==> src/rtl/cpu_params.svh <==
`ifndef CPU_PARAMS_SVH
`define CPU_PARAMS_SVH

// First fetch address out of reset
`define CPU_RESET_PC 32'h0000_3000

// Data memory size in words
`define DM_WORDS 1024

// Word index width, addresses bits 11 to 2
`define DM_ADDR_BITS 10

// Register written by jal
`define REG_LINK 5'd31

`endif

==> src/rtl/cpuPkg.sv <==
package cpuPkg;

	//////////////////////////////
	// Vector types
	//////////////////////////////
	typedef logic [31:0] wordT;
	typedef logic [4:0]  regAddrT;
	typedef logic [5:0]  opcodeT;
	typedef logic [5:0]  funcT;
	typedef logic [2:0]  aluOpT;
	typedef logic [1:0]  regDstT;
	typedef logic [1:0]  wbSelT;
	typedef logic [1:0]  npcSelT;

	// ALU operation codes, bit 2 marks the rotate
	localparam aluOpT ALU_ADD  = 3'd0;
	localparam aluOpT ALU_SUB  = 3'd1;
	localparam aluOpT ALU_OR   = 3'd2;
	localparam aluOpT ALU_ROTL = 3'd4;

	// Destination register select
	localparam regDstT DST_RT = 2'd0;
	localparam regDstT DST_RD = 2'd1;
	localparam regDstT DST_RA = 2'd2;

	// Write-back source select
	localparam wbSelT WB_ALU   = 2'd0;
	localparam wbSelT WB_MEM   = 2'd1;
	localparam wbSelT WB_LINK  = 2'd2;
	localparam wbSelT WB_UPPER = 2'd3;

	// Next pc select
	localparam npcSelT NPC_SEQ    = 2'd0;
	localparam npcSelT NPC_JUMP   = 2'd1;
	localparam npcSelT NPC_BRANCH = 2'd2;
	localparam npcSelT NPC_REG    = 2'd3;

	//////////////////////////////
	// Opcode and funct fields
	//////////////////////////////
	localparam opcodeT OP_RTYPE = 6'h00;
	localparam opcodeT OP_J     = 6'h02;
	localparam opcodeT OP_JAL   = 6'h03;
	localparam opcodeT OP_BEQ   = 6'h04;
	localparam opcodeT OP_ORI   = 6'h0d;
	localparam opcodeT OP_LUI   = 6'h0f;
	localparam opcodeT OP_LW    = 6'h23;
	localparam opcodeT OP_SW    = 6'h2b;
	// Custom rotate, all opcode bits set
	localparam opcodeT OP_ROTL  = 6'h3f;

	localparam funcT FN_JR  = 6'h08;
	localparam funcT FN_ADD = 6'h20;
	localparam funcT FN_SUB = 6'h22;

endpackage

==> src/rtl/nextPc.sv <==
`timescale 1ns/1ns

`include "cpu_params.svh"

module nextPc (
	input                  clk,
	input                  rstN,
	input  cpuPkg::npcSelT npcSel,
	input                  equal,
	input  logic [25:0]    jumpIndex,
	input  logic [15:0]    imm,
	input  cpuPkg::wordT   rsData,
	output cpuPkg::wordT   pc,
	output cpuPkg::wordT   pcPlus4
);

	cpuPkg::wordT jumpTarget;
	cpuPkg::wordT branchTarget;
	cpuPkg::wordT npc;

	assign pcPlus4 = pc + 32'd4;

	// Region of the following instruction
	assign jumpTarget = {pcPlus4[31:28], jumpIndex, 2'b00};

	// Word offset relative to the following instruction
	assign branchTarget = pcPlus4 + {{14{imm[15]}}, imm, 2'b00};

	always_comb begin
		case (npcSel)
			cpuPkg::NPC_JUMP:   npc = jumpTarget;
			cpuPkg::NPC_BRANCH: npc = equal ? branchTarget : pcPlus4;
			cpuPkg::NPC_REG:    npc = rsData;
			default:            npc = pcPlus4;
		endcase
	end

	always_ff @(posedge clk or negedge rstN) begin
		if (!rstN) begin
			pc <= `CPU_RESET_PC;
		end else begin
			pc <= npc;
		end
	end

	// Only a register target can break alignment
	pcAligned: assert property (@(posedge clk) disable iff (!rstN)
		(npcSel != cpuPkg::NPC_REG && pc[1:0] == 2'b00) |=> pc[1:0] == 2'b00)
		else $error("nextPc: pc lost word alignment, pc=%h", pc);

endmodule

==> config.mk <==
export PLATFORM = sky130hd
export DESIGN_NAME = nextPc
export DESIGN_NICKNAME = d
export VERILOG_FILES = /design/src/rtl/cpuPkg.sv /design/src/rtl/nextPc.sv
export VERILOG_INCLUDE_DIRS = /design/src /design/src/rtl
export SDC_FILE = /design/constraint.sdc
export NUM_CORES = 1
export LEC_CHECK = 0
export ABC_AREA = 1
export ABC_CLOCK_PERIOD_IN_PS = 3600
export BUFFER_PORTS_ARGS = -buffer_cell sky130_fd_sc_hd__buf_4
export CAP_MARGIN = 25
export CORE_ASPECT_RATIO = 1.25
export CORE_UTILIZATION = 47
export DETAILED_ROUTE_END_ITERATION = 6
export PLACE_DENSITY = 0.76
export SLEW_MARGIN = 0
export SYNTH_ARGS = -nofsm -noshare
export SYNTH_HDL_FRONTEND = slang
export SYNTH_SLANG_ARGS = --single-unit
==> constraint.sdc <==
create_clock -name clk -period 3.6 [get_ports clk]
set_clock_uncertainty 0.05 [all_clocks]
set_input_delay 0.54 -clock clk [delete_from_list [all_inputs] [get_ports clk]]
set_output_delay 0.54 -clock clk [all_outputs]
set_load 0.03 [all_outputs]
After elaboration in Yosys (flattened, before gate mapping):

Index checks and enable logic that the tools add are counted.

* add/sub/neg operators: 2
* $mul: 0
* div/mod/pow operators: 0
* $lt $le $gt $ge: 0
* equal/unequal tests: 3
* shift operators: 0
* multiplexer cells: 2
* bitwise logic cells: 0
* reductions and logical operators: 0

Operators by type and width (number)
* $pmux W32 S3: 1
* $add A32 B3 Y32 const B: 1
* $add A32 B32 Y32: 1
* $mux W32: 1
* $eq A2 B2 Y1 const B: 2
* $eq A2 B1 Y1 const B: 1

* register bits: 32
* bits in latches: 0
* bits in writable memories: 0
* bits in read-only memories: 0
* bits of input ports: 79
* output and inout port bits: 64
* word-level logic and storage cells: 8
* memories: 0

Longest topological paths before layout:

* depth after elaboration: 4
* depth in mapped cells: 26
* depth with buffers taken out: 26

Worst setup path after synthesis:

No wires, ideal clock.

* kind: reg-to-reg
* from: reg pc[11]
* to: reg pc[15]
* library setup time: 123 ps
* arrival time: 2921 ps
* data required time: 3427 ps
* path slack: 506 ps
* cell stages (with the launch flop): 16
* path buffers: 0
* cells stage by stage: dfrtp_1 -> inv_1 -> nor3_1 -> nand2_1 -> nor2_1 -> xor2_1 -> ha_1 -> nand2_1 -> nor2_1 -> and2_1 -> nand2_1 -> nand2_1 -> xnor2_1 -> nor2_1 -> o21ai_0 -> nand2_1

* word-level cells in the longest chain between the ends: 4

Ends and longest elaborated chain
* from (decl): line nextPc.sv:13 `output cpuPkg::wordT pc,`
* from (signal assigned): line nextPc.sv:40 `` pc <= `CPU_RESET_PC; ``
* from (signal assigned): line nextPc.sv:42 `pc <= npc;`
* $add A32 B3 Y32: line nextPc.sv:21 `assign pcPlus4 = pc + 32'd4;`
* named net pcPlus4[12]: line nextPc.sv:14 `output cpuPkg::wordT pcPlus4`
* $add A32 B32 Y32: line nextPc.sv:27 `assign branchTarget = pcPlus4 + {{14{imm[15]}}, imm, 2'b00};`
* $mux W32: line nextPc.sv:32 `cpuPkg::NPC_BRANCH: npc = equal ? branchTarget : pcPlus4;`
* $pmux W32 S3: line nextPc.sv:30 `case (npcSel)`
* named net npc[15]: line nextPc.sv:19 `cpuPkg::wordT npc;`

The timed path passes the listed nets, and every way through them passes these cells.

Worst setup path after layout:

* from: reg pc[10]
* to: reg pc[15]

* word-level cells in the longest chain between the ends: 4

Ends and longest elaborated chain (line)
* $add A32 B3 Y32 *: nextPc.sv:21
* $add A32 B32 Y32: nextPc.sv:27
* $mux W32: nextPc.sv:32
* $pmux W32 S3 *: nextPc.sv:30
* named net npc[15]: nextPc.sv:19

The timed path passes the listed nets; every way through them passes the cells marked *.

==> implementation parameters <==
Parameter                              Value

Run status
  Outcome    complete, no violations

CTS
  CTS max path bufs    2
  Clock Latency Late Sink    280 ps
  H-Tree Depth    2
  CTS tree    built
  Sinks on the clock net    32
  Number of buffers inserted during clock tree synthesis    5
  Clock transition at the registers of the reported paths    50 ps
  Root Buffer    clkbuf_16

STA
  Setup TNS Final    0 ps
  Post-layout minimum cycle time    3470 ps
  Final count of negative-setup-slack endpoints    0
  Worst-margin pin slew    835 ps
  Final hold viol count    0
  Ratio of final minimum period to clock period    96.3%
  Slew Limit Headroom    44.3%
  Max-slew violation count    0
  Setup repair after global routing missed its margin    false
  Maximum clock rate    288 MHz

Worst setup path
  Worst setup SP type    flop
  Sum of buffers and inverters on the critical path    0
  Delay contributed by the slowest stage of the critical path    420 ps
  Largest delay contributor family on the critical path    simple AND/OR/NAND/NOR gates
  Type of the worst setup path    flop to flop
  Arrival time of the worst setup path    3580 ps
  Critical-path top delay cell    dfrtp_1
  Required time at the endpoint of the critical path    3710 ps
  Sort of element at the end of the critical path    flop
  Critical-path cell list    nand2_1 > nor3_1 > nand2_1 > nor2_1 > xor2_1 > ha_1 > nand2_1 > nor2_1 > and2_1 > nand2_1 > nand2_1 > xnor2_1 > nor2_1 > o21ai_0 > nand2_1
  Critical-path maximum fanout    5
  Worst setup slack for register-to-register paths    130 ps
  Critical path's most frequent cell    nand2_1

Yosys
  Share of the synthesized area in the top cell type    24.6%
  Most common library cells after synthesis    nand2_1, inv_1, nor2_1
  Most used flip-flop cell after synthesis    dfrtp_1
  Synthesized Nets    1030
  Synthesis warning total    0
  Post-synthesis sequential element count    32
  Cell accounting for the most synthesized area    nand2_1
  Most instantiated library cell after synthesis    nand2_1
  Mean Syn Cell Area    5.56 um2
  Count of flip-flops with a built-in enable after synthesis    0
  Syn Std Cell Area    5100 um2
  Post-Synthesis Cells    916
  Fraction of registers with async set/reset    100%
  Netlist cell types    44
  Largest cells by area after synthesis    nand2_1, dfrtp_1, inv_1, ha_1, nand3_1
  Sequential share of the synthesized area    15.8%

GRT
  Maximum number of pins on one net before global-route repair    33
  Overflow left after global routing    0
  First-pass GRT wire length    30400 um
  Vias in the first global route    5990
  Number of antenna violations at the first check in global routing    0
  Total routing resource utilization after global routing    35.6%

Cells and area
  Finished Core Util    61.8%
  Register area    803 um2
  Post-layout nets    1177
  Multi-input gate area in the final layout    3610 um2
  Non-filler instance count after layout    1196
  Diodes inserted    0
  Fill count    1126
  Largest register FFs    32
  Biggest regs    pc x32
  Biggest register    pc
  Layout cell share with drive strength beyond 1    19.2%
  Layout-stage area growth over the synthesis result    28.0%

Detailed routing
  Routed wire per std cell    16.2 um
  Sum of routed wire length over all layers    19400 um
  Number of detailed-route iterations in the first pass    6
  Initial DRC count    527
  Total via count in the routed design    6342
  Number of DRC violations after detailed routing    0
  Count of antenna-violating nets left after detailed routing    0
  Via-to-Cell Ratio    5.30

Placement
  Number of placed instances, taps included    1188
  PortBufs    142
  Gpl congestion    0.967
  Detailed-placement wirelength estimate    16400 um

Die
  Top-level port count    143
  Site Rows    42
  Area of the die    11300 um2
  Overall die width    95.1 um
  Initial Util    48.2%
  Placeable Area    10600 um2
  Die Y-Extent    118 um

Pwr
  Switching power total    1300 uW
  Total power density per cell area    394 nW/um2
  Cell internal pwr    1260 uW
  Sequential cell fraction of total power    18.9%
  LEAKAGE    0.00371 uW
  Net switching fraction of the power    50.8%
  VDD IR-drop max    0.194 mV
  Combinational cell fraction of total power    64.5%
  Portion of total power attributed to the clock network    16.6%

Run
  Max-cap violation count    0

Worst hold path
  Worst Hold Class    input pin to async pin
[stage by stage]
step / setup WS (ps) / total power [uW] / cell area [um2] / hold slack [ps]
2_1_floorplan: 506 / 1540 / 5100 / 194
3_3_place_gp: 217 / 2110 / 6360 / 454
3_5_place_dp: 190 / 2110 / 6360 / 455
4_1_cts: 165 / 2540 / 6510 / 160
5_1_grt: 6.97 / 2750 / 6530 / 179
6_report: 133 / 2570 / 6530 / 146
[cell type report]
cell class / instances / share of cell area [%]
Tap cell: 132 / 2.53
Timing Repair Buffer: 156 / 17.9
Sequential cell: 32 / 12.3
Clock buffer: 8 / 2.24
Multi-Input combinational cell: 700 / 55.3
Inverter: 168 / 9.66
[worst paths after layout]
check,to,start,cells past startpoint
max in group asynchronous,pc[13],rstN,1
worst max-delay path,pc[15],pc[10],15
min in group clk,pc[0],rsData[0],2
worst max register to register,pc[15],pc[10],15
worst min register to register,pc[0],pc[0],1
worst min-delay path,pc[0],rstN,1
[per-layer routing]
metal / track usage, % / vias up / wire length (um)
li1: - / 3178 / -
met5: 0 / - / 0
met4: 14.6 / 0 / 794
met3: 4.63 / 51 / 1370
met1: 46.4 / 2856 / 8150
met2: 58.1 / 257 / 9090
[repair_timing]
action | CTS | global route
endpoints found under the setup margin | 0 | 13
hold buffers | 0 | 0
resized for setup | 0 | 4
setup buffers | 0 | 0
[kinds of logic after synthesis]
logic type,Yosys count,synth area share [%]
flip-flops,32,15.8
adder cells (fa/ha/maj),35,8.74
AND/OR/NAND/NOR,542,45.2
buffers and inverters,184,13.8
XOR/XNOR,22,3.78
AO/OA/AOI/OAI,101,12.7
[power by group through the flow]
stage / clock network, uW / registers, uW / logic, uW
after floorplan: 0 / 579 / 962
after global placement: 0 / 487 / 1620
after detailed placement: 0 / 488 / 1620
after CTS: 430 / 483 / 1630
after global routing: 445 / 492 / 1810
final: 427 / 485 / 1660
[cells in the final DEF, fill, tap and decap left out, types with 2 or more instances in the layout]
master,count
nor2_8,2
nor2_2,7
nand2_2,8
dfstp_2,2
ha_1,33
nand2_1,334
nor2_1,86
a21o_1,4
nand3b_1,2
a21oi_1,43
o211ai_1,6
clkbuf_1,2
nor3_2,3
nand4_1,12
o21bai_1,4
a22o_1,7
buf_4,156
o21ai_0,7
and2_1,2
a21oi_2,3
o21ai_1,6
nand3_1,69
xor2_1,13
a22oi_1,2
xnor2_1,8
nor3_1,10
inv_1,158
a221oi_1,15
inv_2,9
dfrtp_1,30
clkbuf_16,5
nor2_4,2
(Power assumes the default switching activity.)
