===== src/rtl/cpu_params.svh =====
`ifndef CPU_PARAMS_SVH
`define CPU_PARAMS_SVH

// First fetch address out of reset
`define CPU_RESET_PC 32'h0000_3000

// Data memory size in words
`define DM_WORDS 1024

// Word index width, addresses bits 11 to 2
`define DM_ADDR_BITS 10

// Register written by jal
`define REG_LINK 5'd31

`endif


===== src/rtl/cpuPkg.sv =====
package cpuPkg;

	//////////////////////////////
	// Vector types
	//////////////////////////////
	typedef logic [31:0] wordT;
	typedef logic [4:0]  regAddrT;
	typedef logic [5:0]  opcodeT;
	typedef logic [5:0]  funcT;
	typedef logic [2:0]  aluOpT;
	typedef logic [1:0]  regDstT;
	typedef logic [1:0]  wbSelT;
	typedef logic [1:0]  npcSelT;

	// ALU operation codes, bit 2 marks the rotate
	localparam aluOpT ALU_ADD  = 3'd0;
	localparam aluOpT ALU_SUB  = 3'd1;
	localparam aluOpT ALU_OR   = 3'd2;
	localparam aluOpT ALU_ROTL = 3'd4;

	// Destination register select
	localparam regDstT DST_RT = 2'd0;
	localparam regDstT DST_RD = 2'd1;
	localparam regDstT DST_RA = 2'd2;

	// Write-back source select
	localparam wbSelT WB_ALU   = 2'd0;
	localparam wbSelT WB_MEM   = 2'd1;
	localparam wbSelT WB_LINK  = 2'd2;
	localparam wbSelT WB_UPPER = 2'd3;

	// Next pc select
	localparam npcSelT NPC_SEQ    = 2'd0;
	localparam npcSelT NPC_JUMP   = 2'd1;
	localparam npcSelT NPC_BRANCH = 2'd2;
	localparam npcSelT NPC_REG    = 2'd3;

	//////////////////////////////
	// Opcode and funct fields
	//////////////////////////////
	localparam opcodeT OP_RTYPE = 6'h00;
	localparam opcodeT OP_J     = 6'h02;
	localparam opcodeT OP_JAL   = 6'h03;
	localparam opcodeT OP_BEQ   = 6'h04;
	localparam opcodeT OP_ORI   = 6'h0d;
	localparam opcodeT OP_LUI   = 6'h0f;
	localparam opcodeT OP_LW    = 6'h23;
	localparam opcodeT OP_SW    = 6'h2b;
	// Custom rotate, all opcode bits set
	localparam opcodeT OP_ROTL  = 6'h3f;

	localparam funcT FN_JR  = 6'h08;
	localparam funcT FN_ADD = 6'h20;
	localparam funcT FN_SUB = 6'h22;

endpackage


===== src/rtl/controlUnit.sv =====
`timescale 1ns/1ns

module controlUnit (
	input  cpuPkg::opcodeT op,
	input  cpuPkg::funcT   func,
	output cpuPkg::regDstT regDst,
	output logic           regWriteEn,
	output logic           signExt,
	output logic           aluSrcImm,
	output cpuPkg::aluOpT  aluOp,
	output logic           memWriteEn,
	output cpuPkg::wbSelT  wbSel,
	output cpuPkg::npcSelT npcSel
);

	logic isRType;
	logic isAdd;
	logic isSub;
	logic isOri;
	logic isLw;
	logic isSw;
	logic isBeq;
	logic isLui;
	logic isJal;
	logic isJr;
	logic isJ;
	logic isRotl;
	logic [10:0] match;

	//////////////////////////////
	// Instruction matches
	//////////////////////////////
	assign isRType = (op == cpuPkg::OP_RTYPE);

	// R-type needs the funct as well
	assign isAdd = isRType && (func == cpuPkg::FN_ADD);
	assign isSub = isRType && (func == cpuPkg::FN_SUB);
	assign isJr  = isRType && (func == cpuPkg::FN_JR);

	assign isOri  = (op == cpuPkg::OP_ORI);
	assign isLw   = (op == cpuPkg::OP_LW);
	assign isSw   = (op == cpuPkg::OP_SW);
	assign isBeq  = (op == cpuPkg::OP_BEQ);
	assign isLui  = (op == cpuPkg::OP_LUI);
	assign isJal  = (op == cpuPkg::OP_JAL);
	assign isJ    = (op == cpuPkg::OP_J);
	assign isRotl = (op == cpuPkg::OP_ROTL);

	assign match = {isAdd, isSub, isOri, isLw, isSw, isBeq, isLui, isJal, isJr, isJ, isRotl};

	//////////////////////////////
	// Control fields
	//////////////////////////////
	// Bit 1 picks $ra, bit 0 picks rd
	assign regDst[1] = isJal;
	assign regDst[0] = isAdd | isSub;

	assign regWriteEn = isAdd | isSub | isOri | isLw | isLui | isJal | isRotl;

	// Only address offsets are sign extended
	assign signExt = isLw | isSw;

	assign aluSrcImm = isOri | isLw | isSw | isLui | isRotl;

	assign aluOp[2] = isRotl;
	assign aluOp[1] = isOri;
	assign aluOp[0] = isSub;

	assign memWriteEn = isSw;

	// lui takes both bits, giving the upper immediate
	assign wbSel[1] = isLui | isJal;
	assign wbSel[0] = isLw | isLui;

	// jr sets both bits for the register target
	assign npcSel[1] = isBeq | isJr;
	assign npcSel[0] = isJal | isJr | isJ;

	// Decoded opcodes never overlap
	matchOneHot: assert property (@(match) $onehot0(match))
		else $error("controlUnit: several instruction matches %b", match);

endmodule


===== config.mk =====
export PLATFORM = sky130hd
export DESIGN_NAME = controlUnit
export DESIGN_NICKNAME = d
export VERILOG_FILES = /design/src/rtl/cpu_params.svh /design/src/rtl/cpuPkg.sv /design/src/rtl/controlUnit.sv
export SDC_FILE = /design/constraint.sdc
export NUM_CORES = 1
export LEC_CHECK = 0
export BUFFER_PORTS_ARGS = -buffer_cell sky130_fd_sc_hd__buf_2
export CAP_MARGIN = 20
export CORE_AREA = 3 3 40 42
export DETAILED_ROUTE_END_ITERATION = 12
export DIE_AREA = 0 0 43 45
export PLACE_DENSITY = 0.49
export RECOVER_POWER = 50
export REMOVE_ABC_BUFFERS = 1
export SYNTH_ARGS = -nofsm -noshare
export SYNTH_HDL_FRONTEND = slang
export SYNTH_SLANG_ARGS = --single-unit

===== constraint.sdc =====
create_clock -name vclk -period 0.9
set_input_delay 0.045 -clock vclk [all_inputs]
set_output_delay 0.045 -clock vclk [all_outputs]
set_load 0.01 [all_outputs]

## Yosys cells after proc, flatten, opt, wreduce, memory -nomap -nowiden

Index checks and enable logic that the tools add are counted.
W data, S select, Z words.

- Register bits: 0
- Bits of input ports: 12
- Output and inout port bits: 13
- Logic and storage cells: 31

- Eq/ne operators: 11
- Bitwise operators: 16
- Reductions and logical operators: 4

Operators by type and width:

| cell | count |
|---|---|
| $eq A6 B6 Y1 const B | 5 |
| $eq A6 B4 Y1 const B | 3 |
| $or A1 B1 Y1 | 16 |
| $eq A6 B2 Y1 const B | 2 |
| $eq A6 B3 Y1 const B | 1 |
| $logic_not A6 Y1 | 1 |
| $logic_and A1 B1 Y1 | 3 |

## Longest topological paths before layout

Gate-level depths: netlist of run 1.

- Depth after elaboration: 8
- Mapped depth: 5
- Gate-level depth less buffers: 4

## Worst setup path after synthesis of run 1

OpenSTA, ideal clock, no wires.

- Kind: input to output
- Start: input port func[0]
- End: output port npcSel[1]
- Data arrival time: 0.866 ns
- Required time: 0.855 ns
- Slack: -0.011 ns
- Stages on the path: 3
- Path buffers: 0
- Cells stage by stage: nor3_1 > nand3_1 > a2111oi_2

- Word-level cells in the longest chain between the ends: 3

Ends and longest elaborated chain:

| what | RTL line | source |
|---|---|---|
| from (decl) | controlUnit.sv:5 | `input cpuPkg::funcT func,` |
| $eq A6 B4 Y1 | controlUnit.sv:38 | `assign isJr = isRType && (func == cpuPkg::FN_JR);` |
| $logic_and A1 B1 Y1 | controlUnit.sv:38 |  |
| $or A1 B1 Y1 | controlUnit.sv:76 | `assign npcSel[1] = isBeq \| isJr;` |
| to (decl) | controlUnit.sv:13 | `output cpuPkg::npcSelT npcSel` |

Every way passes these cells.

## Worst setup path after layout of run 1

- Start: input port op[4]
- End: output port aluOp[0]

- Word-level cells in the longest chain between the ends: 2

Ends and longest elaborated chain:

| what | RTL line | source |
|---|---|---|
| from (decl) | controlUnit.sv:4 | `input cpuPkg::opcodeT op,` |
| $logic_not A6 Y1 | controlUnit.sv:33 | `assign isRType = (op == cpuPkg::OP_RTYPE);` |
| $logic_and A1 B1 Y1 | controlUnit.sv:37 | `assign isSub = isRType && (func == cpuPkg::FN_SUB);` |
| to (decl) | controlUnit.sv:10 | `output cpuPkg::aluOpT aluOp,` |

Every way passes these cells.

==> run summary, run 1 <==
vias per cell: 4.596
top cells by count, synth: nor2_1 (6), buf_4 (5), nand3_1 (5), nor3_1 (5), nand2_1 (3)
register area: 0 um2
number of global-route vias before repair: 377
number of antenna violations at the first check in global routing: 0
FFs & Latches: 0
Worst Hold Class: input pin to primary output
VDD IR-drop max: 216.7 uV
pre-CTS WS: -0.3037 ns
cts-stage hold buffer count: 0
unrepaired setup endpoints after global routing: true
Avg Inst Size Synth: 6.198 um2
Arrival @ worst endpoint: 0.96 ns
sequential fraction of the synthesis area: 0%
Unique masters post-synth: 20
fmax: 991.1 MHz
Setup-failing EPs final: 6
top area cells in the synthesized netlist: buf_4 (14%), nand3_1 (9.4%), nor3_1 (9.4%)
outcome: finished, violations left
initial drt markers: 0
failing checks: setup timing
placed cell count: 85
Cell Pwr Density: 326.4 nW/um2
die height: 45 um
starting density of the core: 20.74%
post-layout util: 48.88%
min Tclk post-route: 1.009 ns
Syn Inst Count: 43
startpoint types: input pin
# diodes: 0
detailed placement HPWL: 711.4 um
Routed wire per std cell: 10.89 um
Die ar.: 1935 um2
routed vias: 409
setup slack after layout: -0.1090 ns
endpoint type of the worst setup path: primary output
CP max FO: 5
final period utilization: 112.1%
static leakage: 0.2790 nW
Placer Congestion: 0.7500
# DRC: 0
Syn Std Cell Area: 266.5 um2
first-pass iteration count of the detailed router: 1
Yosys top cell area share: 14.08%
DIE WIDTH: 43 um
worst setup path category: input pin to primary output
fin. max-slew vios: 0
Max-Cap Viols: 0
post-route ant nets: 0
first-pass GRT wire length: 1.483 mm
Non-Filler Instances: 89
Nets: 88
GRT Residual Overflow: 0
largest net degree at the start of global routing: 9
yosys warns: 0
total power: 0.0002050 W
Tot GR Track Use: 9.212%
Hold Violations, Final: 0
post-synth top area cell: buf_4
I/O pins: 25
port bufs: 25
CLK BUF: 0
Critical Path RT: 0.85 ns
relative slew slack: 80.92%
Core ar.: 1285 um2
area grow syn2layout: 135.7%
most numerous cell in the Yosys netlist: nor2_1
num rows: 13
fraction of layout cells with a size suffix above 1: 72.97%
Worst Max-Slew Pin Slew: 0.2857 ns
WL final: 969 um
-- layout by cell type, fill, tap and decap left out, types with 2 or more instances in the layout --
cell type   n
nand2_1     3
nand3_1     3
and2_1      2
buf_6       9
nor2_1      4
nor2_4      2
nor3_4      2
nor4b_2     2
buf_2      15
buf_8       3
nor3_1      2
buf_4       9
nor3_2      2
o21a_1      2
-- cells by family (layout without fill, tap and decap cells) --
family / after synthesis / in the layout / synth area share, %
buffers and inverters: 7 / 38 / 17.37
AND/OR/NAND/NOR: 30 / 30 / 65.73
AO/OA/AOI/OAI: 6 / 6 / 16.90
-- per-layer routing --
layer | track usage [%] | vias to the layer above | wire [um]
met2 | 15.57 | 21 | 437
met3 | 0.7968 | 0 | 115
li1 | - | 213 | -
met4 | 0 | 0 | 0
met5 | 0 | - | 0
met1 | 13.60 | 175 | 416
-- area by class of cell --
cell class | count | area [um2]
timing repair buffer | 37 | 296.5
multi-input combinational | 36 | 309.0
fill | 124 | 656.9
inverter | 1 | 3.754
tap | 15 | 18.77
-- repair_timing --
item                                    4_1_cts  5_1_grt
pin swaps                                     7        5
endpoints found under the setup margin        8       11
resized for setup                            21       18
cloned                                        0        0
buffers inserted                              2        2
hold endpoints to repair                      0        0
-- critical path, cell delays in order --
cell    delay (ns)
buf_8         0.10
or2_4         0.26
nor3_4        0.12
and3_4        0.20
and2_1        0.11
buf_2         0.12
-- through the flow --
| stage | cell area [um2] | hold slack, ns | setup TNS (ns) |
|---|---|---|---|
| after floorplan | 224.0 | 0.1250 | -0.01115 |
| after global placement | 427.9 | 0.3923 | -0.8940 |
| after detailed placement | 427.9 | 0.3945 | -1.040 |
| after CTS | 538.0 | 0.3950 | -0.4125 |
| after global routing | 628.1 | 0.4168 | -0.7423 |
| final | 628.1 | 0.3968 | -0.3929 |
-- where the power goes --
part	internal [W]	leakage [nW]	switching, W	total [W]
clock network	0	0	0	0
logic	0.000108	0.279	0.0000966	0.000205
registers	0	0	0	0
-- final timing paths --
path | from | to | slack (ns) | cells after the start
worst max-delay path | op[4] | aluOp[0] | -0.11 | 6
worst min-delay path | func[1] | aluOp[0] | 0.40 | 3
Note: power is estimated with default switching activity, not from simulation.
==> run 2: changes to the inputs <==
--- a/config.mk
+++ b/config.mk
@@ -16,3 +16,4 @@
 export SYNTH_ARGS = -nofsm -noshare
 export SYNTH_HDL_FRONTEND = slang
 export SYNTH_SLANG_ARGS = --single-unit
+export TNS_END_PERCENT = 1
==> run summary, run 2 (synthesis results as in run 1) <==
Clock Power Share: 0% (unchanged)
Setup-failing EPs final: 5 (-1)
total negative setup slack: -0.3365 ns (+0.05643 ns)
Core ar.: 1285 um2 (unchanged)
commonest non-fill, non-tap cells in the layout: buf_2 (19), buf_4 (8), nor2_1 (5), nand3_1 (4)
switch share: 49.54% (+2.4 points)
routed vias: 405 (-0.98%)
startpoint types: input pin
Worst Max-Slew Pin Slew: 0.2853 ns (-0.0004381 ns)
# diodes: 0 (unchanged)
initial drt markers: 3 (+3)
VDD IR-drop max: 212.9 uV (-1.7%)
Max-Cap Viols: 0 (unchanged)
Slowest-stage cell, CP: or3_4
relative slew slack: 80.95% (about the same)
unrepaired setup endpoints after global routing: true
Reg power frac: 0% (unchanged)
Routed wire per std cell: 10.55 um (-3.1%)
first-pass iteration count of the detailed router: 4 (+3)
Nets: 85 (-3.4%)
fraction of layout cells with a size suffix above 1: 64.79% (-8.2 points)
CP max FO: 5 (unchanged)
worst setup path category: input pin to primary output
setup slack after layout: -0.09987 ns (+0.009135 ns)
vias per cell: 4.709 (+2.5%)
Int Pwr: 0.00008571 W (-21%)
area grow syn2layout: 94.37%
Cell Pwr Density: 327.9 nW/um2 (+0.46%)
static leakage: 0.2439 nW (-13%)
num rows: 13 (unchanged)
Combinational Power Share: 100.0% (about the same)
port bufs: 25 (unchanged)
critical path's largest stage delay: 0.39 ns (+0.13 ns)
post-route ant nets: 0 (unchanged)
Hold Violations, Final: 0 (unchanged)
detailed placement HPWL: 711.4 um (unchanged)
fmax: 1000 MHz (+0.91%)
Worst Hold Class: input pin to primary output
# DRC: 0 (unchanged)
WL final: 907 um (-6.4%)
Die ar.: 1935 um2 (unchanged)
min Tclk post-route: 0.9999 ns (-0.009135 ns)
critical path cell sequence: buf_8, or3_4, a2111oi_2, buf_2
outcome: finished, violations left
endpoint type of the worst setup path: primary output
design area: 518.0 um2 (-18%)
die height: 45 um (unchanged)
Net Switching: 0.00008414 W (-13%)
first-pass GRT wire length: 1.455 mm (-1.9%)
starting density of the core: 20.74% (unchanged)
final period utilization: 111.1% (-1.0 points)
GRT Residual Overflow: 0 (unchanged)
largest net degree at the start of global routing: 9 (unchanged)
fin. max-slew vios: 0 (unchanged)
Critical Path RT: 0.85 ns (about the same)
failing checks: setup timing
CLK BUF: 0 (unchanged)
number of antenna violations at the first check in global routing: 0 (unchanged)
most common cell after layout, fill and taps aside: buf_2
placed cell area: 427.9 um2 (unchanged)
Tot GR Track Use: 9.046% (-0.17 points)
I/O pins: 25 (unchanged)
FFs & Latches: 0 (unchanged)
Placer Congestion: 0.7500 (unchanged)
DIE WIDTH: 43 um (unchanged)
number of global-route vias before repair: 363 (-3.7%)
Arrival @ worst endpoint: 0.95 ns (about the same)
register area: 0 um2 (unchanged)
run 2: cell types whose count changed in the layout (fill, tap and decap cells not counted), moves of 2 or more:
cell	delta
buf_2	+4
buf_6	-6
buf_8	-2
nor2_4	-2
run 2: what timing repair did:
| item | CTS | global route |
|---|---|---|
| gates resized for setup | 13 | 6 |
| setup buffers | 1 | 0 |
| setup endpoints to repair | 8 | 11 |
| hold buffers | 0 | 0 |
| pin swaps | 7 | 0 |
run 2: power groups by stage:
stage	Sequential, W	Clock, W	Combinational (W)
4_1_cts	0	0	0.000163
3_5_place_dp	0	0	0.000136
3_3_place_gp	0	0	0.000135
5_1_grt	0	0	0.000186
6_report	0	0	0.000170
2_1_floorplan	0	0	0.0000447
run 2: worst paths after layout:
path,cells past startpoint,end,slack (ns),startpoint
max,4,npcSel[1],-0.1,op[4]
min,3,aluOp[0],0.40,func[1]
run 2: per-layer routing:
metal  vias to the layer above  track usage (%)  share of wire [%]
met5                         -                0                  0
met4                         0                0                  0
met3                         0           0.7968                 12
met2                        21            14.67                 44
met1                       175            13.84                 44
li1                        209                -                  -
run 2: worst max-delay path: cells and delay by family:
family / cells / cell delay (ns)
AO/OA/AOI/OAI: 1 / 0.23
buffers and inverters: 2 / 0.29
AND/OR/NAND/NOR: 1 / 0.39
run 2: final cells by class:
type / instances / area [um2]
inverter: 1 / 3.754
tap: 15 / 18.77
timing repair buffer: 34 / 222.7
fill: 144 / 767.0
multi-input combinational: 36 / 272.8
run 2: through the flow:
stage / power, W / hold WS [ns] / util (%) / std cells / setup WS, ns
4_1_cts: 0.0001629 / 0.3950 / 38.46 / 86 / -0.1224
6_report: 0.0001699 / 0.3963 / 40.31 / 86 / -0.09987
5_1_grt: 0.0001864 / 0.4168 / 40.31 / 86 / -0.1571
3_3_place_gp: 0.0001354 / 0.3923 / 33.30 / 85 / -0.2492
3_5_place_dp: 0.0001358 / 0.3945 / 33.30 / 85 / -0.3037
2_1_floorplan: 0.00004470 / 0.1250 / - / 37 / -0.01115
