**src/rtl/cpu_params.svh**
```systemverilog
`ifndef CPU_PARAMS_SVH
`define CPU_PARAMS_SVH

// First fetch address out of reset
`define CPU_RESET_PC 32'h0000_3000

// Data memory size in words
`define DM_WORDS 1024

// Word index width, addresses bits 11 to 2
`define DM_ADDR_BITS 10

// Register written by jal
`define REG_LINK 5'd31

`endif

```
**src/rtl/cpuPkg.sv**
```systemverilog
package cpuPkg;

	//////////////////////////////
	// Vector types
	//////////////////////////////
	typedef logic [31:0] wordT;
	typedef logic [4:0]  regAddrT;
	typedef logic [5:0]  opcodeT;
	typedef logic [5:0]  funcT;
	typedef logic [2:0]  aluOpT;
	typedef logic [1:0]  regDstT;
	typedef logic [1:0]  wbSelT;
	typedef logic [1:0]  npcSelT;

	// ALU operation codes, bit 2 marks the rotate
	localparam aluOpT ALU_ADD  = 3'd0;
	localparam aluOpT ALU_SUB  = 3'd1;
	localparam aluOpT ALU_OR   = 3'd2;
	localparam aluOpT ALU_ROTL = 3'd4;

	// Destination register select
	localparam regDstT DST_RT = 2'd0;
	localparam regDstT DST_RD = 2'd1;
	localparam regDstT DST_RA = 2'd2;

	// Write-back source select
	localparam wbSelT WB_ALU   = 2'd0;
	localparam wbSelT WB_MEM   = 2'd1;
	localparam wbSelT WB_LINK  = 2'd2;
	localparam wbSelT WB_UPPER = 2'd3;

	// Next pc select
	localparam npcSelT NPC_SEQ    = 2'd0;
	localparam npcSelT NPC_JUMP   = 2'd1;
	localparam npcSelT NPC_BRANCH = 2'd2;
	localparam npcSelT NPC_REG    = 2'd3;

	//////////////////////////////
	// Opcode and funct fields
	//////////////////////////////
	localparam opcodeT OP_RTYPE = 6'h00;
	localparam opcodeT OP_J     = 6'h02;
	localparam opcodeT OP_JAL   = 6'h03;
	localparam opcodeT OP_BEQ   = 6'h04;
	localparam opcodeT OP_ORI   = 6'h0d;
	localparam opcodeT OP_LUI   = 6'h0f;
	localparam opcodeT OP_LW    = 6'h23;
	localparam opcodeT OP_SW    = 6'h2b;
	// Custom rotate, all opcode bits set
	localparam opcodeT OP_ROTL  = 6'h3f;

	localparam funcT FN_JR  = 6'h08;
	localparam funcT FN_ADD = 6'h20;
	localparam funcT FN_SUB = 6'h22;

endpackage

```
**src/rtl/execUnit.sv**
```systemverilog
`timescale 1ns/1ns

module execUnit (
	input  cpuPkg::wordT  rsData,
	input  cpuPkg::wordT  rtData,
	input  logic [15:0]   imm,
	input                 signExt,
	input                 aluSrcImm,
	input  cpuPkg::aluOpT aluOp,
	output cpuPkg::wordT  aluResult,
	output logic          equal
);

	cpuPkg::wordT immExt;
	cpuPkg::wordT opB;
	logic [4:0]   rotAmount;
	logic [63:0]  rotWide;
	cpuPkg::wordT rotResult;

	//////////////////////////////
	// Operand B
	//////////////////////////////
	assign immExt = signExt ? {{16{imm[15]}}, imm} : {16'h0000, imm};

	assign opB = aluSrcImm ? immExt : rtData;

	//////////////////////////////
	// Rotate left
	//////////////////////////////
	// Shift a doubled copy, bits leaving the top wrap into the upper half
	assign rotAmount = opB[4:0];
	assign rotWide   = {rsData, rsData} << rotAmount;
	assign rotResult = rotWide[63:32];

	//////////////////////////////
	// ALU
	//////////////////////////////
	always_comb begin
		case (aluOp)
			cpuPkg::ALU_ADD:  aluResult = rsData + opB;
			cpuPkg::ALU_SUB:  aluResult = rsData - opB;
			cpuPkg::ALU_OR:   aluResult = rsData | opB;
			cpuPkg::ALU_ROTL: aluResult = rotResult;
			default:          aluResult = '0;
		endcase
	end

	// beq compares both registers, not operand B
	assign equal = (rsData == rtData);

endmodule

```
**config.mk**
```make
export PLATFORM = sky130hd
export DESIGN_NAME = execUnit
export DESIGN_NICKNAME = d
export VERILOG_FILES = /design/src/rtl/cpu_params.svh /design/src/rtl/cpuPkg.sv /design/src/rtl/execUnit.sv
export SDC_FILE = /design/constraint.sdc
export NUM_CORES = 1
export LEC_CHECK = 0
export CORE_UTILIZATION = 60
export DETAILED_ROUTE_END_ITERATION = 10
export DONT_BUFFER_PORTS = 1
export PLACE_DENSITY = 0.87
export SYNTH_ARGS = -nofsm -noshare
export SYNTH_HDL_FRONTEND = slang
export SYNTH_SLANG_ARGS = --single-unit
```
**constraint.sdc**
```tcl
create_clock -name vclk -period 4.94
set_clock_uncertainty 0.05 [all_clocks]
set_input_delay 0.247 -clock vclk [all_inputs]
set_output_delay 0.247 -clock vclk [all_outputs]
set_load 0.1 [all_outputs]
```
# After elaboration in Yosys (flattened, before gate mapping)
# Index checks and enable logic that the tools add are counted.
# word_totals
regBits,0
in_bits,85
output_inout_bits,33
# op_classes
shift,1
n_reduce_logical,1
n_eq_ne,4
n_addsub,2
mux,3
n_bitwise,1
# op_table
operator,n
32-bit case mux with 4 select lines,1
32-bit two-way mux,2
64-bit by 5-bit left shift with 64-bit output,1
32-bit adder,1
32-bit equality test,1
32-bit bitwise OR,1
32-bit subtractor,1
3-bit by 1-bit equality test with 1-bit output (second input constant),1
3-bit by 2-bit equality test with 1-bit output (second input constant),1
3-bit equality test (second input constant),1
3-bit logical NOT,1

# Logic depth before layout (Yosys ltp)
# Gate-level depths: netlist (run 1).
# logic_depth
depth_word,4
depth_mapped,21

# Worst setup path before layout (run 1)
# Ideal clock, no wire load.
# synth_timing
kind,input to output
from,in aluSrcImm
to,out aluResult[26]
slack_ps,-1588
n_path_buf,2
path_stages,17
arrival_time_ps,6231
required_ps,4643
cell_sequence,mux2i_1 -> buf_2 -> buf_1 -> ha_1 -> o21ai_0 -> or4_4 -> or4_4 -> o21ai_2 -> xnor2_1 -> a21boi_1 -> ha_1 -> a21o_1 -> or3_1 -> o21ai_0 -> o21ai_0 -> xnor2_1 -> o21ai_0
# synth_via
elab_chain_len,3
elab_cells_between_ends,6
classes_between,add/sub: 2; shift: 1; mux: 2; bitwise: 1
# synth_lines
item,line_no,text
start: declaration,execUnit.sv:8,"input aluSrcImm,"
32-bit two-way mux *,execUnit.sv:25,assign opB = aluSrcImm ? immExt : rtData;
"32-bit subtractor, or another cell as far along",execUnit.sv:41,cpuPkg::ALU_SUB: aluResult = rsData - opB;
32-bit case mux with 4 select lines *,execUnit.sv:39,case (aluOp)
end: declaration,execUnit.sv:10,"output cpuPkg::wordT aluResult,"
# Every way passes the cells marked *; elsewhere a longest branch is shown, timed or not.

# Worst setup path in the final report (run 1)
# layout_timing
from,in aluSrcImm
to,out aluResult[29]
# The elaborated chain is that of the path after synthesis.

==> results of run 1 <==
-- power breakdown --
| group | internal [mW] | switching [mW] |
|---|---|---|
| Combinational | 0.519 | 0.928 |
| Sequential | 0 | 0 |
| Clock | 0 | 0 |
| Total | 0.519 | 0.928 |
-- worst paths after layout --
| path | start | end | slack, ns | cells after the start |
|---|---|---|---|---|
| setup / recovery | aluSrcImm | aluResult[29] | -0.06 | 17 |
| hold / removal | rsData[4] | aluResult[4] | 0.89 | 3 |
-- layout make-up --
cell class	instances	area (sq um)
fill	737	2460
inverter	24	90.1
multi-input combinational	684	5440
tap	108	135
timing repair buffer	50	678
-- cell families after synthesis --
group,share of synthesized area
AO/OA/AOI/OAI,0.272
multiplexers,0.309
buffers and inverters,0.0528
AND/OR/NAND/NOR,0.147
XOR/XNOR,0.141
adder cells (fa/ha/maj),0.0784
-- worst max-delay path, delay by kind of cell --
family / cells / cell delay (ns)
AOI/OAI and AO/OA: 10 / 2.00
xor gates and xnor gates: 1 / 0.17
adders and majority gates: 2 / 0.61
buffers and inverters: 1 / 0.24
muxes: 1 / 0.23
and+or+nand+nor: 2 / 1.20
-- placed cells by master, fill, tap and decap left out, types with 4 or more instances in the layout --
| master | instances |
|---|---|
| nor2_1 | 29 |
| a31oi_1 | 10 |
| nand2_1 | 46 |
| o31ai_1 | 7 |
| nor3_1 | 10 |
| nor2b_1 | 4 |
| a22oi_1 | 5 |
| nor3b_2 | 4 |
| nand4_1 | 9 |
| nand2b_1 | 4 |
| o211ai_1 | 16 |
| o21a_1 | 5 |
| o21ai_0 | 55 |
| a21o_1 | 23 |
| nor4_1 | 9 |
| and3_1 | 5 |
| buf_16 | 8 |
| mux2i_1 | 159 |
| ha_1 | 32 |
| xor2_1 | 52 |
| buf_12 | 10 |
| or3_1 | 6 |
| mux2_2 | 4 |
| a21oi_1 | 63 |
| inv_1 | 21 |
| o221ai_2 | 9 |
| xnor2_1 | 37 |
| and2_1 | 6 |
| nand3_1 | 4 |
| buf_4 | 31 |
| o21ai_2 | 14 |
-- through the flow --
step	instance area [sq um]	util	power, mW	instances	TNS, ns
2_1_floorplan	5610	-	1.02	752	-4.01
5_1_grt	6340	0.720	1.50	866	-0.0715
4_1_cts	6310	0.716	1.41	865	0
6_report	6340	0.720	1.45	866	-0.0604
3_3_place_gp	6310	0.716	1.38	865	0
3_5_place_dp	6310	0.716	1.40	865	0
-- what timing repair did --
action                     CTS  global route
hold buffers                 0             0
setup endpoints to repair    1             5
resized for setup            0             8
pin swaps                    1             4
hold endpoints to repair     0             0
setup buffers                0             1
-- metal layers --
| layer | wire [microns] | vias to the layer above | track usage |
|---|---|---|---|
| met3 | 3270 | 118 | 0.0838 |
| li1 | - | 2846 | - |
| met2 | 9350 | 508 | 0.691 |
| met1 | 8390 | 2988 | 0.598 |
| met4 | 1370 | 0 | 0.223 |
| met5 | 0 | - | 0 |
==> impl_metrics.csv, run 1 <==
group,metric,value,unit
pwr,cellLeakagePower,2.91,nW
sta,setup_viol,2,
route,dr.pass1.iters,10,
logic_synthesis,syn-mean-instance-area,7.34,sq um
floorplanning,die_y,97.9,microns
pwr,cellPowerDensity,228,nW/um^2
logic_synthesis,netlist_top_cells_count,"mux2i_1 (163), o21ai_0 (69), a21oi_1 (64)",
global_routing,grt_use_total,0.449,
setup_path,startpoint_type,"input port",
sta,fmax,0.200,GHz
finish,seqCellArea,0,sq um
run_status,failed_checks,"DRC, setup timing",
run_status,outcome,"finished with violations",
global_routing,grt_max_degree,59,
setup_path,max_stage_delay,0.73,ns
logic_synthesis,synth.most_common_cell,"mux2i_1",
logic_synthesis,synth_area_leader_cell,"mux2i_1",
sta,hold_ws,0.885,ns
logic_synthesis,yosysWarnings,0,
setup_path,worstSetupEndpointType,"output pin",
route,drc_errors,4,
route,ant_nets,0,
sta,tightestPinTransition,1.14,ns
place,dp_hpwl,18.0,mm
global_routing,grt_pass1_wl,33.7,mm
floorplanning,die_width,97.9,microns
finish,num_antenna_cells,0,
setup_path,cp.arrival,4.70,ns
global_routing,grt_overflow,0,
sta,min_period,5.00,ns
sta,worst_slack,-0.0585,ns
flow_run,maxCapViolations,0,
finish,clock_buffers,0,
logic_synthesis,synthCells,752,
sta,slew_headroom,0.239,
logic_synthesis,synth_area_leaders,"mux2i_1 (30%), xor2_1 (8.2%), ha_1 (7.5%)",
finish,drive_above_1_share,0.150,
sta,hold_viol_final,0,
logic_synthesis,ys_seq_area_frac,0,
sta,drv_slew,0,
setup_path,cp_cell_sequence,"mux2i_4 > ha_2 > o21ai_2 > or4_4 > nor4_1 > a41oi_1 > xnor2_1 > o21a_1 > ha_1 > a21o_1 > a21o_1 > a21oi_1 > o21a_1 > o21ai_0 > a221oi_1 > o211ai_1 > buf_16",
route,vias_per_cell,7.46,
pwr,irDropWorstVdd,0.179,mV
setup_path,cp_max_fo,58,
setup_path,crit_required,4.64,ns
floorplanning,design.core.area,8810,sq um
setup_path,path_class,"in -> out",
sta,rsz0062_at_grt,"true",
logic_synthesis,synth_top_area_share,0.295,
logic_synthesis,yosysUniqueCellTypes,65,
setup_path,crit_slowest_cell,"nor4_1",
finish,area_delta_synth_final,14.9,%
sta,final.period_utilization,1.01,
min_path,hold_class,"in -> out",
global_routing,first_global_vias,6061,
global_routing,antenna_found_initial,0,
route,num_vias,6460,
logic_synthesis,syn_nets,871,
place,gp_congestion,1.18,
floorplanning,rows,34,
place,place_ws,0.0184,ns
route,routedWlPerCell,25.9,microns
route,drt-initial-drc-count,655,
finish,nets,879,
route,wirelength,22.4,mm
logic_synthesis,synth.cell_area,5520,sq um
floorplanning,io_pins,118,
place,numPortBuffers,0,
floorplanning,die_area,9590,sq um
floorplanning,start_util,0.627,
finish,seq_cell_count,0,
Power figures use the tool's default switching activity.
==> inputs of run 2 (changes only) <==
Settings changed: ABC_AREA from default to 1.
==> run 2 against run 1 <==
The flow now finishes without violations. Core utilization fell by 2.5 points. First-iteration DRC count increased by 110%. Via count up 38%. Combinational power down 3%.
==> impl_metrics.csv, run 2 <==
group,metric,value,unit
sta,rsz0062_at_grt,"false",
route,wirelength,27.8,mm
place,dpl.cell_count,1347,
logic_synthesis,synth_top_area_share,0.288,
global_routing,antenna_found_initial,0,
pwr,irDropWorstVdd,0.175,mV
setup_path,crit_path_start,"aluSrcImm",
finish,area_delta_synth_final,10.8,%
logic_synthesis,synth.cell_area,6190,sq um
logic_synthesis,syn_nets,1335,
sta,min_period,4.35,ns
sta,setup_viol,0,
sta,hold_viol_final,0,
logic_synthesis,ys_seq_area_frac,0,
finish,fin_cells,1347,
route,num_vias,8922,
route,routedWlPerCell,20.6,microns
global_routing,grt_use_total,0.496,
floorplanning,start_util,0.627,
floorplanning,design.core.area,9860,sq um
logic_synthesis,synth.most_common_cell,"nand3_1",
sta,tightestPinTransition,1.10,ns
floorplanning,die_area,10700,sq um
floorplanning,die_width,104,microns
finish,final_cell_mix,"nand3_1 (356), nand2_1 (282), inv_1 (119), nor2_1 (87), o21ai_0 (62)",
finish,seqCellArea,0,sq um
floorplanning,rows,36,
sta,tns,0,ns
finish,nets,1335,
setup_path,cp.arrival,4.05,ns
setup_path,path_class,"in -> out",
global_routing,grt_max_degree,50,
route,dr.pass1.iters,9,
floorplanning,die_y,104,microns
run_status,outcome,"completed",
route,drc_errors,0,
setup_path,crit_required,4.64,ns
pwr,cellLeakagePower,3.39,nW
sta,fmax,0.230,GHz
cts,post_cts.repair.setup_buffers,0,
place,dp_hpwl,22.5,mm
global_routing,grt_overflow,0,
sta,slew_headroom,0.269,
pwr,cellPowerDensity,204,nW/um^2
route,vias_per_cell,6.62,
logic_synthesis,yosysWarnings,0,
logic_synthesis,synth_area_leader_cell,"nand3_1",
setup_path,cp_max_fo,24,
logic_synthesis,synth_area_leaders,"nand3_1 (29%), nand2_1 (17%), inv_1 (7.2%)",
sta,final.period_utilization,0.880,
route,ant_nets,0,
min_path,hold_class,"in -> out",
logic_synthesis,synthCells,1216,
setup_path,crit_path_end,"aluResult[25]",
cts,cts_hold_buf,0,
global_routing,grt_pass1_wl,42.1,mm
place,gp_congestion,1.06,
floorplanning,io_pins,118,
logic_synthesis,netlist_top_cells_count,"nand3_1 (356), nand2_1 (282), inv_1 (119)",
sta,drv_slew,0,
finish,drive_above_1_share,0.0881,
logic_synthesis,yosysUniqueCellTypes,41,
finish,final_common_cell,"nand3_1",
finish,num_antenna_cells,0,
setup_path,worstSetupEndpointType,"output pin",
route,drt-initial-drc-count,1392,
cts,cts_resized,0,
place,numPortBuffers,0,
global_routing,first_global_vias,8007,
logic_synthesis,syn-mean-instance-area,5.09,sq um
finish,final.fill_count,959,
setup_path,startpoint_type,"input port",
flow_run,maxCapViolations,0,
finish,clock_buffers,0,
finish,seq_cell_count,0,
-- run 2: cell count changes after synthesis, moves of 10 or more --
cell and delta:
a21o_1 -21, a21oi_1 -20, a31oi_1 -10, inv_1 +97
mux2i_1 -163, nand2_1 +236, nand2_2 +24, nand3_1 +352
nor2_1 +58, xnor2_1 -24
-- run 2: report_power, final --
part	switching, mW	internal, mW	total, mW
clock	0	0	0
sequential	0	0	0
combinational	0.962	0.434	1.40
-- run 2: how the worst min path moves through the flow --
stage / cells past startpoint / startpoint / slack, ns / endpoint
2_1_floorplan: 3 / rsData[4] / 0.92 / equal
3_3_place_gp: 3 / rsData[5] / 0.82 / aluResult[5]
3_5_place_dp: 3 / rsData[27] / 0.83 / aluResult[27]
4_1_cts: 3 / rsData[23] / 0.83 / aluResult[23]
5_1_grt: 3 / rsData[27] / 0.85 / aluResult[27]
6_report: 3 / rsData[27] / 0.83 / aluResult[27]
-- run 2: cells by family after synthesis --
| logic type | count (synthesis) | synth area share |
|---|---|---|
| xor gates and xnor gates | 56 | 0.0793 |
| adders and majority gates | 34 | 0.0700 |
| AOI/OAI and AO/OA | 146 | 0.134 |
| buffers and inverters | 172 | 0.115 |
| and+or+nand+nor | 808 | 0.602 |
-- run 2: area by class of cell --
class	count	area (sq um)	share of cell area
timing repair buffer	46	731	0.107
tap	133	166	0.0243
multi-input combinational	1044	5490	0.801
inverter	124	465	0.0679
-- run 2: through the flow --
step / util / hold slack, ns / total power, mW / instance area (sq um) / setup WS, ns
after floorplan: - / 0.916 / 0.983 / 6190 / 0.610
after global placement: 0.695 / 0.819 / 1.34 / 6850 / 0.844
after detailed placement: 0.695 / 0.828 / 1.35 / 6850 / 0.833
after CTS: 0.695 / 0.827 / 1.36 / 6850 / 0.821
after global routing: 0.695 / 0.852 / 1.49 / 6850 / 0.414
final: 0.695 / 0.826 / 1.40 / 6850 / 0.593
-- run 2: layer usage --
layer | GRT usage | wire, microns | vias up
met4 | 0.280 | 1870 | 0
met3 | 0.145 | 4540 | 145
met2 | 0.748 | 11200 | 772
met1 | 0.626 | 10200 | 3883
li1 | - | - | 4122
met5 | 0 | 0 | -
-- run 2: worst max-delay path: stages --
cell,delay (ns)
inv_2,0.31
nand2_1,0.13
nand2_2,0.42
nand3_1,0.25
nor2_2,0.20
nand2_2,0.09
nor2_4,0.14
nand2_2,0.11
nand2_4,0.11
nand2_1,0.07
xor2_1,0.15
ha_1,0.40
nand2_1,0.12
nor2_1,0.23
nand2_1,0.14
inv_1,0.07
nand3_1,0.15
nand3_1,0.14
nand3_1,0.16
nand3_1,0.18
buf_12,0.19
